$ cat config.mk
export PLATFORM = sky130hd
export DESIGN_NAME = mac_pipe
export DESIGN_NICKNAME = d
export VERILOG_FILES = /design/src/lx_pkg.sv /design/src/mac_pipe.sv
export SDC_FILE = /design/constraint.sdc
export NUM_CORES = 1
export LEC_CHECK = 0
export BUFFER_PORTS_ARGS = -buffer_cell sky130_fd_sc_hd__buf_2
export CAP_MARGIN = 10
export CELL_PAD_IN_SITES_DETAIL_PLACEMENT = 1
export CELL_PAD_IN_SITES_GLOBAL_PLACEMENT = 1
export CORE_UTILIZATION = 53
export CTS_CLUSTER_SIZE = 12
export DETAILED_ROUTE_END_ITERATION = 16
export GPL_TIMING_DRIVEN = 1
export PLACE_DENSITY = 0.95
export SETUP_SLACK_MARGIN = 0.3
export SLEW_MARGIN = 0
export SYNTH_ARGS = -nofsm -noshare
export SYNTH_HDL_FRONTEND = slang
export SYNTH_SLANG_ARGS = --single-unit
$ cat constraint.sdc
create_clock -name clk -period 7 [get_ports clk]
set_input_delay 1.05 -clock clk [delete_from_list [all_inputs] [get_ports clk]]
set_output_delay 1.05 -clock clk [all_outputs]
set_load 0.02 [all_outputs]
$ cat src/lx_pkg.sv
// long-latency execution cluster: shared widths, depths, latencies and encodings
`default_nettype none

package lx_pkg;

    localparam int XLEN       = 32;  // datapath width
    localparam int REG_ADDR_W = 5;   // x0..x31
    localparam int SB_DEPTH   = 8;   // scoreboard entries
    localparam int CID_W      = 3;   // commit id, indexes the scoreboard
    localparam int MAC_LAT    = 3;   // dispatch reg plus two mac stages
    localparam int DIV_CYCLES = 32;  // one quotient bit per cycle

    // long opcodes
    typedef enum logic [1:0] {
        OP_DIV = 2'd0,  // unsigned quotient
        OP_REM = 2'd1,  // unsigned remainder
        OP_MAC = 2'd2   // rs1*rs2 + rs3
    } lx_op_e;

    // divider fsm
    typedef enum logic [1:0] {
        DIV_IDLE = 2'd0,
        DIV_BUSY = 2'd1,
        DIV_DONE = 2'd2  // commit cycle
    } div_state_e;

endpackage

`default_nettype wire
$ cat src/mac_pipe.sv
// mac pipe: low word of a*b+c, multiply then add, fixed latency commit
`timescale 1ns/100ps
`default_nettype none

module mac_pipe import lx_pkg::*; (
    input  logic                  clk,
    input  logic                  rst_n,
    input  logic                  start_i,
    input  logic [XLEN-1:0]       a_i,
    input  logic [XLEN-1:0]       b_i,
    input  logic [XLEN-1:0]       c_i,
    input  logic [REG_ADDR_W-1:0] rd_i,
    input  logic                  we_i,
    input  logic [CID_W-1:0]      cid_i,
    output logic                  cmt_valid_o,
    output logic [CID_W-1:0]      cmt_id_o,
    output logic                  wb_we_o,
    output logic [REG_ADDR_W-1:0] wb_rd_o,
    output logic [XLEN-1:0]       wb_data_o
);

    // issue dispatch reg is stage one, so MAC_LAT-1 stages live here
    logic [MAC_LAT-2:0]    vld_q;
    logic [MAC_LAT-2:0]    we_q;
    logic [REG_ADDR_W-1:0] rd_q  [MAC_LAT-1];
    logic [CID_W-1:0]      cid_q [MAC_LAT-1];
    logic [XLEN-1:0]       prod_q;               // low word of a*b
    logic [XLEN-1:0]       addend_q;
    logic [XLEN-1:0]       sum_q [MAC_LAT-2];    // results after the add

    always_ff @(posedge clk or negedge rst_n) begin
        if (!rst_n) begin
            vld_q <= '0;
            we_q  <= '0;
        end else begin
            vld_q <= {vld_q[MAC_LAT-3:0], start_i};
            we_q  <= {we_q[MAC_LAT-3:0], we_i};
        end
    end

    always_ff @(posedge clk) begin
        prod_q   <= a_i * b_i;
        addend_q <= c_i;
        rd_q[0]  <= rd_i;
        cid_q[0] <= cid_i;
        sum_q[0] <= prod_q + addend_q;  // wraps to XLEN
        for (int k = 1; k < MAC_LAT - 1; k++) begin
            rd_q[k]  <= rd_q[k-1];
            cid_q[k] <= cid_q[k-1];
        end
        for (int k = 1; k < MAC_LAT - 2; k++) begin
            sum_q[k] <= sum_q[k-1];
        end
    end

    assign cmt_valid_o = vld_q[MAC_LAT-2] && we_q[MAC_LAT-2];  // x0 target, no commit
    assign cmt_id_o    = cid_q[MAC_LAT-2];
    assign wb_we_o     = cmt_valid_o;
    assign wb_rd_o     = rd_q[MAC_LAT-2];
    assign wb_data_o   = sum_q[MAC_LAT-3];

endmodule

`default_nettype wire

==> results.sh, run 1 <==
export IMPL_grt_max_degree=22
export IMPL_yosysUniqueCellTypes=53
export IMPL_initial_core_util=0.5445
export IMPL_hold_buffers=0
export IMPL_ys_warn_count=0
export IMPL_num_rows=69
export IMPL_seq_area_frac_synth=0.1198
export IMPL_syn_area_mm2=0.01956
export IMPL_grt_overflow=65
export IMPL_grt_pass1_vias=23508
export IMPL_ctsRootBufferMaster="clkbuf_16"
export IMPL_avgSynthCellArea_um2=9.433
export IMPL_syn_inst=2073
export IMPL_place_congestion=0.9277
export IMPL_status="did not finish"
export IMPL_ys_flop_type="dfxtp_1"
export IMPL_clock_path_buffers=2
export IMPL_die_height_um=194.1
export IMPL_chipWidth_um=194.1
export IMPL_track_usage=0.6380
export IMPL_clkSinkCount=116
export IMPL_cts_buffers=17
export IMPL_synth_largest_area_cell="fa_1"
export IMPL_lastStage="5_1_grt"
export IMPL_yosys_area_top_type_share=0.4187
export IMPL_htreeDepth=4
export IMPL_dp_hpwl_um=62070
export IMPL_yosysMostFrequentCell="fa_1"
export IMPL_synthTopCellsByArea="fa_1 42%, dfxtp_1 11%, ha_1 9.9%"
export IMPL_grt_pass1_wl_um=169600
export IMPL_io_buffers=149
export IMPL_stop_error="[ERROR GRT-0116] Global routing finished with congestion. Check the congestion regions in the DRC Viewer."
export IMPL_dpl_worst_slack_ns=-0.7738
export IMPL_syn_nets=2744
export IMPL_synth_edf_count=0
export IMPL_synth_common_cells="409 x fa_1, 404 x inv_1, 276 x and2_1, 274 x nand2_1, 154 x ha_1"
export IMPL_async_reset_ff_frac=0.03448
export IMPL_synth_seq_cells=116
export IMPL_io_pins=150
==> per-layer routing <==
layer | GRT overflow | track usage
met5 | 0 | 0.02937
met3 | 0 | 0.4176
met2 | 28 | 0.8645
met1 | 0 | 0.6457
met4 | 37 | 0.6314
==> what timing repair did <==
action	CTS
resized for setup	217
setup buffers	29
setup endpoints to repair	20
pin swaps	97
gates cloned	1
==> cell families after synthesis <==
kind of cell,synth area share
flops,0.1198
xor+xnor,0.05061
mux,0.0005119
simple gates,0.1633
buf+inv,0.09770
fa+ha+maj,0.5172
compound gates,0.05087
==> per-stage QoR <==
step                      setup TNS [ns]  area (um^2)  std cells
after global placement            -2.360        22170       2783
after floorplan                  -0.3133        19720       2073
after CTS                        -0.3017        23900       2845
after detailed placement          -8.055        22170       2783
==> run 2, diff against run 1 <==
Settings changed: CELL_PAD_IN_SITES_DETAIL_PLACEMENT 1 to not set, CELL_PAD_IN_SITES_GLOBAL_PLACEMENT 1 to not set, CORE_UTILIZATION 53 to 40, CTS_CLUSTER_SIZE 12 to not set, PLACE_DENSITY 0.95 to not set, PLACE_DENSITY_LB_ADDON set to 0.15, SETUP_SLACK_MARGIN 0.3 to not set.
==> run 2 against run 1 <==
Net effect:
- the flow now finishes without violations
- synthesized cell count is the same
- area after synthesis is the same
==> results.sh, run 2 <==
export IMPL_vias=14245
export IMPL_endpoint="prod_q[31]"
export IMPL_async_reset_ff_frac=0.03448
export IMPL_reg2reg_slack_ns=4.06
export IMPL_reg_top3="addend_q (32), prod_q (32), sum_q (32)"
export IMPL_finClkSkew_ns=0.01210
export IMPL_setup_tns_final_ns=0
export IMPL_drt_iter0_drc=692
export IMPL_place_congestion=0.9134
export IMPL_met2_usage=0.3693
export IMPL_critPathLaunch="a_i[11]"
export IMPL_cts_tree="built"
export IMPL_use_met3=0.03477
export IMPL_ys_warn_count=0
export IMPL_reg2reg_to="sum_q[0][31]"
export IMPL_clkLatencyLatePin_ns=0.43
export IMPL_r2r_start="prod_q[1]"
export IMPL_synth_common_cells="409 x fa_1, 404 x inv_1, 276 x and2_1, 274 x nand2_1, 154 x ha_1"
export IMPL_area_growth_pct=19.10
export IMPL_drcViolationCount=0
export IMPL_met1_usage=0.3145
export IMPL_ctsRootBufferMaster="clkbuf_16"
export IMPL_grt_pass1_wl_um=86400
export IMPL_hp_class="reg2reg"
export IMPL_status="complete, no violations"
export IMPL_yosys_area_top_type_share=0.4187
export IMPL_min_period_ns=6.940
export IMPL_initial_core_util=0.4079
export IMPL_io_buffers=149
export IMPL_min_path_cells=0
export IMPL_maxCapViolations=0
export IMPL_critical_path_class="in2reg"
export IMPL_wire_per_inst_um=18.19
export IMPL_period_share=0.9914
export IMPL_num_rows=80
export IMPL_finalHoldViolCount=0
export IMPL_drive_gt1_frac=0.1880
export IMPL_cpMostUsedCell="fa_1"
export IMPL_chipWidth_um=223.1
export IMPL_htreeDepth=4
export IMPL_grt_pass1_vias=15666
export IMPL_clkSinkCount=116
export IMPL_critPathArrivalTime_ns=7.26
export IMPL_ys_flop_type="dfxtp_1"
export IMPL_synthTopCellsByArea="fa_1 42%, dfxtp_1 11%, ha_1 9.9%"
export IMPL_die_area_mm2=0.04978
export IMPL_antenna_found_initial=0
export IMPL_max_stage_delay_ns=0.58
export IMPL_cts_buffers=17
export IMPL_layout_cells_non_filler=2972
export IMPL_r2r_cells=10
export IMPL_die_height_um=223.1
export IMPL_avgSynthCellArea_um2=9.433
export IMPL_crit_fanout=5
export IMPL_top_usage_layer="met2"
export IMPL_seq_area_frac_synth=0.1198
export IMPL_grt_overflow=0
export IMPL_io_pins=150
export IMPL_drtAntennaViolNets=0
export IMPL_rsz0062_at_grt="yes"
export IMPL_cp_slowest_cell="fa_1"
export IMPL_syn_inst=2073
export IMPL_fmax_ghz=0.1441
export IMPL_layout_nets=3014
export IMPL_final_common_cell="fa_1"
export IMPL_layout_common_cells="400 x fa_1, 395 x inv_1, 274 x nand2_1, 267 x and2_1, 175 x buf_4"
export IMPL_critPathLaunchType="input pin"
export IMPL_required_ns=7.32
export IMPL_synth_edf_count=0
export IMPL_yosysMostFrequentCell="fa_1"
export IMPL_path_cells="buf_6 > and2_4 > fa_1 > fa_1 > fa_1 > inv_2 > fa_1 > inv_2 > fa_1 > inv_2 > fa_1 > inv_1 > fa_1 > fa_1 > ha_4 > nand4_1 > nor2_2 > a32o_2 > a31oi_4 > o311a_1 > nor3_2 > a21oi_2 > o21ai_2 > xnor2_1"
export IMPL_final_util=0.4858
export IMPL_clk_pin_slew_ns=0.06
export IMPL_dp_hpwl_um=47060
export IMPL_clock_path_buffers=2
export IMPL_track_usage=0.2286
export IMPL_setup_viol=0
export IMPL_syn_nets=2744
export IMPL_synth_largest_area_cell="fa_1"
export IMPL_synth_seq_cells=116
export IMPL_yosysUniqueCellTypes=53
export IMPL_placed_area_mm2=0.02230
export IMPL_worst_pin_slew_ns=0.7498
export IMPL_grt_max_degree=23
export IMPL_dp_cells=2928
export IMPL_cp_end_kind="flip-flop"
export IMPL_max_slew_margin=0.4947
export IMPL_final_cell_area_mm2=0.02329
export IMPL_vias_per_cell=4.793
export IMPL_wl_um=54050
export IMPL_core_area_mm2=0.04795
export IMPL_firstDrtPassIters=5
export IMPL_slew_violations=0
export IMPL_syn_area_mm2=0.01956
==> run 2: cell counts after synthesis <==
No cell type changed its count.
==> run 2: cells by family after synthesis <==
logic type / Yosys count / share of synthesized area
muxes: 1 / 0.0005119
adders and majority gates: 563 / 0.5172
buffers and inverters: 500 / 0.09770
AOI/OAI and AO/OA: 145 / 0.05087
xor gates and xnor gates: 113 / 0.05061
and+or+nand+nor: 635 / 0.1633
DFF: 116 / 0.1198
==> run 2: worst min-delay path by stage <==
stage                 from           to  slack, ns
4_1_cts         rd_q[0][2]   rd_q[0][7]       0.32
6_report        rd_q[0][2]   rd_q[0][7]       0.32
3_3_place_gp    rd_q[0][3]   rd_q[0][8]       0.31
3_5_place_dp    rd_q[0][3]   rd_q[0][8]       0.31
2_1_floorplan  cid_q[0][0]  cid_q[0][3]       0.31
5_1_grt        cid_q[0][0]  cid_q[0][3]       0.33
==> run 2: worst max-delay path: cells and delay by family <==
kind                     cells  cell delay [ns]
adder cells (fa/ha/maj)      9             4.40
AO/OA/AOI/OAI                5             0.81
AND/OR/NAND/NOR              4             0.61
buffers and inverters        5             0.29
XOR/XNOR                     1             0.08
==> run 2: cell type report <==
type	instances	area [um^2]
antenna	1	2.502
fill	4556	24660
inverter	404	1516
multi-input combinational	1457	15510
tap	615	769.5
clock buffer	20	466.7
sequential	116	2342
clock inverter	12	117.6
timing repair buffer	347	2562
==> run 2: layer usage <==
metal | wire, um | share of wire | vias to the layer above
li1 | - | - | 6689
met1 | 24980 | 0.46 | 7177
met2 | 24920 | 0.46 | 320
met3 | 2598 | 0.048 | 59
met4 | 1555 | 0.029 | 0
met5 | 0 | 0 | -
==> run 2: what timing repair did <==
item,4_1_cts,5_1_grt
pin swaps,3,46
endpoints found under the setup margin,2,8
hold endpoints to repair,0,0
setup buffers,0,12
hold buffers,0,0
gates cloned,0,0
gates resized for setup,2,110
==> run 2: through the flow <==
step | setup slack [ns] | hold WS, ns
2_1_floorplan | -0.1787 | 0.3096
3_3_place_gp | -0.4463 | 0.3097
3_5_place_dp | -0.5608 | 0.3136
4_1_cts | 0.002069 | 0.3231
5_1_grt | -0.1442 | 0.3320
6_report | 0.06022 | 0.3227
Power of run 2 is not shown: default switching activity piles up to over one toggle a cycle in this logic, so the estimate is an artifact.
==> run 3, diff against run 2 <==
Settings changed: PLACE_DENSITY_LB_ADDON 0.15 to not set.
==> run 3 against run 2 <==
Net effect:
- global-route usage is 0.19 points lower
- worst setup slack worse by 0.0023 ns
- count of clock-buffer cells in the layout is 3 lower
- utilization is 0.15 points lower
- wire length is 1.7% lower
- hold slack better by 0.0032 ns
- first-iteration DRC count is 8.1% lower
- flip-flop and latch count stayed put
- fmax hardly changed
- highest routed layer is now met5
==> results.sh, run 3 (synthesis results as in run 2) <==
export IMPL_htreeDepth=4
export IMPL_ctsRootBufferMaster="clkbuf_16"
export IMPL_drt_iter0_drc=636
export IMPL_r2r_start="prod_q[0]"
export IMPL_antenna_found_initial=2
export IMPL_critPathArrivalTime_ns=7.29
export IMPL_num_rows=80
export IMPL_drcViolationCount=0
export IMPL_wl_um=53150
export IMPL_fmax_ghz=0.1440
export IMPL_clock_path_buffers=2
export IMPL_grt_overflow=0
export IMPL_io_buffers=149
export IMPL_critPathBufInv=5
export IMPL_min_period_ns=6.942
export IMPL_dp_hpwl_um=46600
export IMPL_path_cells="buf_4 > and2_4 > fa_1 > inv_1 > fa_1 > fa_1 > fa_1 > inv_2 > fa_1 > inv_1 > fa_1 > inv_1 > fa_1 > fa_1 > ha_4 > nand4_1 > nor2_2 > a32o_2 > a31oi_4 > o311a_1 > nor3_2 > a21oi_2 > o21ai_2 > xnor2_1"
export IMPL_wire_per_inst_um=17.88
export IMPL_clk_pin_slew_ns=0.06
export IMPL_rsz0062_at_grt="yes"
export IMPL_vias=14511
export IMPL_required_ns=7.35
export IMPL_reg_top3="addend_q (32), prod_q (32), sum_q (32)"
export IMPL_holdPathEnd="cid_q[0][3]"
export IMPL_final_common_cell="fa_1"
export IMPL_cp_slowest_cell="fa_1"
export IMPL_maxCapViolations=0
export IMPL_status="complete, no violations"
export IMPL_initial_core_util=0.4079
export IMPL_crit_fanout=7
export IMPL_worstHoldStart="cid_q[0][0]"
export IMPL_crit_family="adder cells"
export IMPL_max_slew_margin=0.6761
export IMPL_clkLatencyLatePin_ns=0.42
export IMPL_n_antenna_cell=0
export IMPL_place_congestion=0.9358
export IMPL_hp_class="reg2reg"
export IMPL_max_stage_delay_ns=0.56
export IMPL_layout_common_cells="401 x fa_1, 399 x inv_1, 274 x nand2_1, 269 x and2_1, 181 x buf_4"
export IMPL_finClkSkew_ns=0.008578
export IMPL_dp_cells=2938
export IMPL_firstDrtPassIters=5
export IMPL_layout_nets=3015
export IMPL_cp_depth=24
export IMPL_min_path_cells=0
export IMPL_cpMostUsedCell="fa_1"
export IMPL_io_pins=150
export IMPL_drtAntennaViolNets=0
export IMPL_r2r_cells=12
export IMPL_finalHoldViolCount=0
export IMPL_reg2reg_slack_ns=4.02
export IMPL_core_area_mm2=0.04795
export IMPL_period_share=0.9917
export IMPL_grt_pass1_vias=16100
export IMPL_critPathLaunchType="input pin"
export IMPL_die_area_mm2=0.04978
export IMPL_drive_gt1_frac=0.1846
export IMPL_hold_worst_slack_ns=0.3259
export IMPL_track_usage=0.2267
export IMPL_slew_violations=0
export IMPL_setup_tns_final_ns=0
export IMPL_layout_cells_non_filler=2972
export IMPL_hold_buffers=0
export IMPL_worst_pin_slew_ns=0.4795
export IMPL_chipWidth_um=223.1
export IMPL_clkSinkCount=116
export IMPL_reg2reg_to="sum_q[0][28]"
export IMPL_setup_viol=0
export IMPL_die_height_um=223.1
export IMPL_cts_buffers=17
export IMPL_grt_pass1_wl_um=86440
export IMPL_vias_per_cell=4.883
export IMPL_cp_end_kind="flip-flop"
export IMPL_critical_path_class="in2reg"
export IMPL_cts_tree="built"
export IMPL_area_growth_pct=18.73
export IMPL_grt_max_degree=21
## run 3: layout make-up
cell class,count,area (um^2)
multi-input cells,1457,15480
clock inverters,15,181.4
inverters,404,1516
flip-flops and latches,116,2342
clock buffers,17,425.4
repair buffers,348,2502
fillers,4508,24730
well taps,615,769.5
## run 3: stage by stage
step,worst slack [ns],utilization,cell area (um^2)
final,0.05791,0.4842,23220
after global routing,-0.1067,0.4842,23220
after CTS,0.004072,0.4789,22960
after detailed placement,-0.4854,0.4662,22350
after global placement,-0.4075,0.4662,22350
after floorplan,-0.1787,-,19690
## run 3: what timing repair did
action                     CTS  global route
setup buffers                0             2
gates resized for setup      1            85
pin swaps                    1            26
setup endpoints to repair    1            10
## run 3: worst max-delay path by stage
stage | start | endpoint | slack [ns]
4_1_cts | b_i[2] | prod_q[31] | 0.004
6_report | b_i[3] | prod_q[31] | 0.06
3_5_place_dp | b_i[2] | prod_q[31] | -0.49
3_3_place_gp | b_i[2] | prod_q[31] | -0.41
2_1_floorplan | b_i[4] | prod_q[31] | -0.18
5_1_grt | b_i[9] | prod_q[31] | -0.11
## run 3: layer usage
layer | vias to the layer above | GRT usage | share of wire
li1 | 6686 | - | -
met1 | 7319 | 0.2846 | 0.42
met2 | 406 | 0.3920 | 0.49
met3 | 96 | 0.02476 | 0.047
met4 | 4 | 0.1039 | 0.047
met5 | - | 0 | 0.00055
Power of run 3 is left out for the same reason.
==> run 4, diff against run 3 <==
Settings changed: BUFFER_PORTS_ARGS -buffer_cell sky130_fd_sc_hd__buf_2 to -buffer_cell sky130_fd_sc_hd__buf_4.
Clock period 7 ns to 7.6 ns, I/O delays scaled along.
==> run 4 against run 3 <==
Net effect:
- sequential share of layout area rose by 0.42 points
- wire length rose by 0.32%
- die area did not move
- global-route usage rose by 0.16 points
- critical path type unchanged
- cell count fell by 4.3%
==> results.sh, run 4 (synthesis results as in run 2) <==
export IMPL_grt_max_degree=33
export IMPL_clk_pin_slew_ns=0.06
export IMPL_worst_pin_slew_ns=0.7248
export IMPL_reg2reg_to="sum_q[0][31]"
export IMPL_drcViolationCount=0
export IMPL_max_slew_margin=0.5115
export IMPL_cts_tree="built"
export IMPL_io_buffers=149
export IMPL_dp_hpwl_um=44760
export IMPL_grt_overflow=0
export IMPL_cts_setup_buffers=0
export IMPL_critPathArrivalTime_ns=7.61
export IMPL_seqCellArea_mm2=0.002342
export IMPL_cp_end_kind="flip-flop"
export IMPL_layout_common_cells="409 x fa_1, 404 x inv_1, 276 x and2_1, 274 x nand2_1, 215 x buf_4"
export IMPL_grt_pass1_vias=15778
export IMPL_reg_top3="addend_q (32), prod_q (32), sum_q (32)"
export IMPL_firstDrtPassIters=5
export IMPL_layout_cells_non_filler=2845
export IMPL_layout_nets=2887
export IMPL_antenna_found_initial=1
export IMPL_slew_violations=0
export IMPL_rsz0062_at_grt="no"
export IMPL_final_common_cell="fa_1"
export IMPL_chipWidth_um=223.1
export IMPL_fill_cells=4614
export IMPL_holdPathEnd="rd_q[0][9]"
export IMPL_initial_core_util=0.4079
export IMPL_setup_viol=0
export IMPL_drtAntennaViolNets=0
export IMPL_critPathLaunchType="input pin"
export IMPL_clkLatencyLatePin_ns=0.43
export IMPL_htreeDepth=4
export IMPL_fmax_ghz=0.1376
export IMPL_vias=14092
export IMPL_maxCapViolations=0
export IMPL_period_share=0.9561
export IMPL_vias_per_cell=4.953
export IMPL_r2r_cells=10
export IMPL_critical_path_class="in2reg"
export IMPL_required_ns=7.95
export IMPL_hp_class="reg2reg"
export IMPL_min_path_cells=0
export IMPL_wl_um=53320
export IMPL_area_growth_pct=13.99
export IMPL_ctsRootBufferMaster="clkbuf_16"
export IMPL_num_rows=80
export IMPL_status="complete, no violations"
export IMPL_cts_buffers=17
export IMPL_track_usage=0.2283
export IMPL_place_congestion=0.9229
export IMPL_wire_per_inst_um=18.74
export IMPL_reg2reg_slack_ns=4.59
export IMPL_drive_gt1_frac=0.1193
export IMPL_dp_cells=2812
export IMPL_crit_fanout=5
export IMPL_worstHoldStart="rd_q[0][4]"
export IMPL_io_pins=150
export IMPL_multiInputGateArea_mm2=0.01530
export IMPL_clkSinkCount=116
export IMPL_clock_path_buffers=2
export IMPL_finClkSkew_ns=0.01293
export IMPL_die_area_mm2=0.04978
export IMPL_min_period_ns=7.267
export IMPL_finalHoldViolCount=0
export IMPL_core_area_mm2=0.04795
export IMPL_grt_pass1_wl_um=86620
export IMPL_cts_repair_resize_count=0
export IMPL_hold_buffers=0
export IMPL_die_height_um=223.1
export IMPL_drt_iter0_drc=604
export IMPL_r2r_start="prod_q[1]"
## run 4: through the flow
stage / util / hold WS, ns / instance area, um^2 / TNS (ns) / setup WS, ns
6_report: 0.4649 / 0.3263 / 22290 / 0 / 0.3335
2_1_floorplan: - / 0.3096 / 19560 / 0 / 0.08762
3_5_place_dp: 0.4514 / 0.3132 / 21640 / -0.3061 / -0.1378
3_3_place_gp: 0.4514 / 0.3124 / 21640 / -0.03069 / -0.01907
5_1_grt: 0.4648 / 0.3354 / 22290 / 0 / 0.04629
4_1_cts: 0.4648 / 0.3281 / 22290 / 0 / 0.3327
## run 4: worst max-delay path: stages
cell and delay (ns):
buf_4 0.15, and2_1 0.18, fa_1 0.54, inv_1 0.06, fa_1 0.40, fa_1 0.53, fa_1 0.61, inv_1 0.07
fa_1 0.51, inv_1 0.06, fa_1 0.53, inv_1 0.05, fa_1 0.49, fa_1 0.42, ha_1 0.34, nand4_1 0.13
nor2_1 0.15, a32o_1 0.18, a31oi_1 0.07, o311a_1 0.39, nor3_1 0.20, a21oi_1 0.11, o21ai_1 0.16, xnor2_1 0.14
## run 4: cell type report
class	count	area share
inverter	404	0.06803
sequential	116	0.1051
multi-input combinational	1457	0.6865
antenna	1	0.0001123
clock inverter	15	0.009767
tap	615	0.03452
clock buffer	17	0.01909
timing repair buffer	220	0.07690
## run 4: metal layers
layer	GRT usage	up-vias	share of wire
li1	-	6424	-
met1	0.2733	7271	0.41
met2	0.4104	303	0.52
met3	0.02515	94	0.031
met4	0.1046	0	0.045
met5	0	-	0
## run 4: worst max-delay path by stage
stage          startpoint  cells after the start          to
2_1_floorplan      b_i[2]                     25  prod_q[31]
3_3_place_gp      a_i[16]                     24  prod_q[29]
3_5_place_dp      a_i[15]                     24  prod_q[31]
4_1_cts           a_i[15]                     24  prod_q[31]
5_1_grt           a_i[14]                     24  prod_q[31]
6_report          a_i[15]                     24  prod_q[31]
Power of run 4 is left out for the same reason.
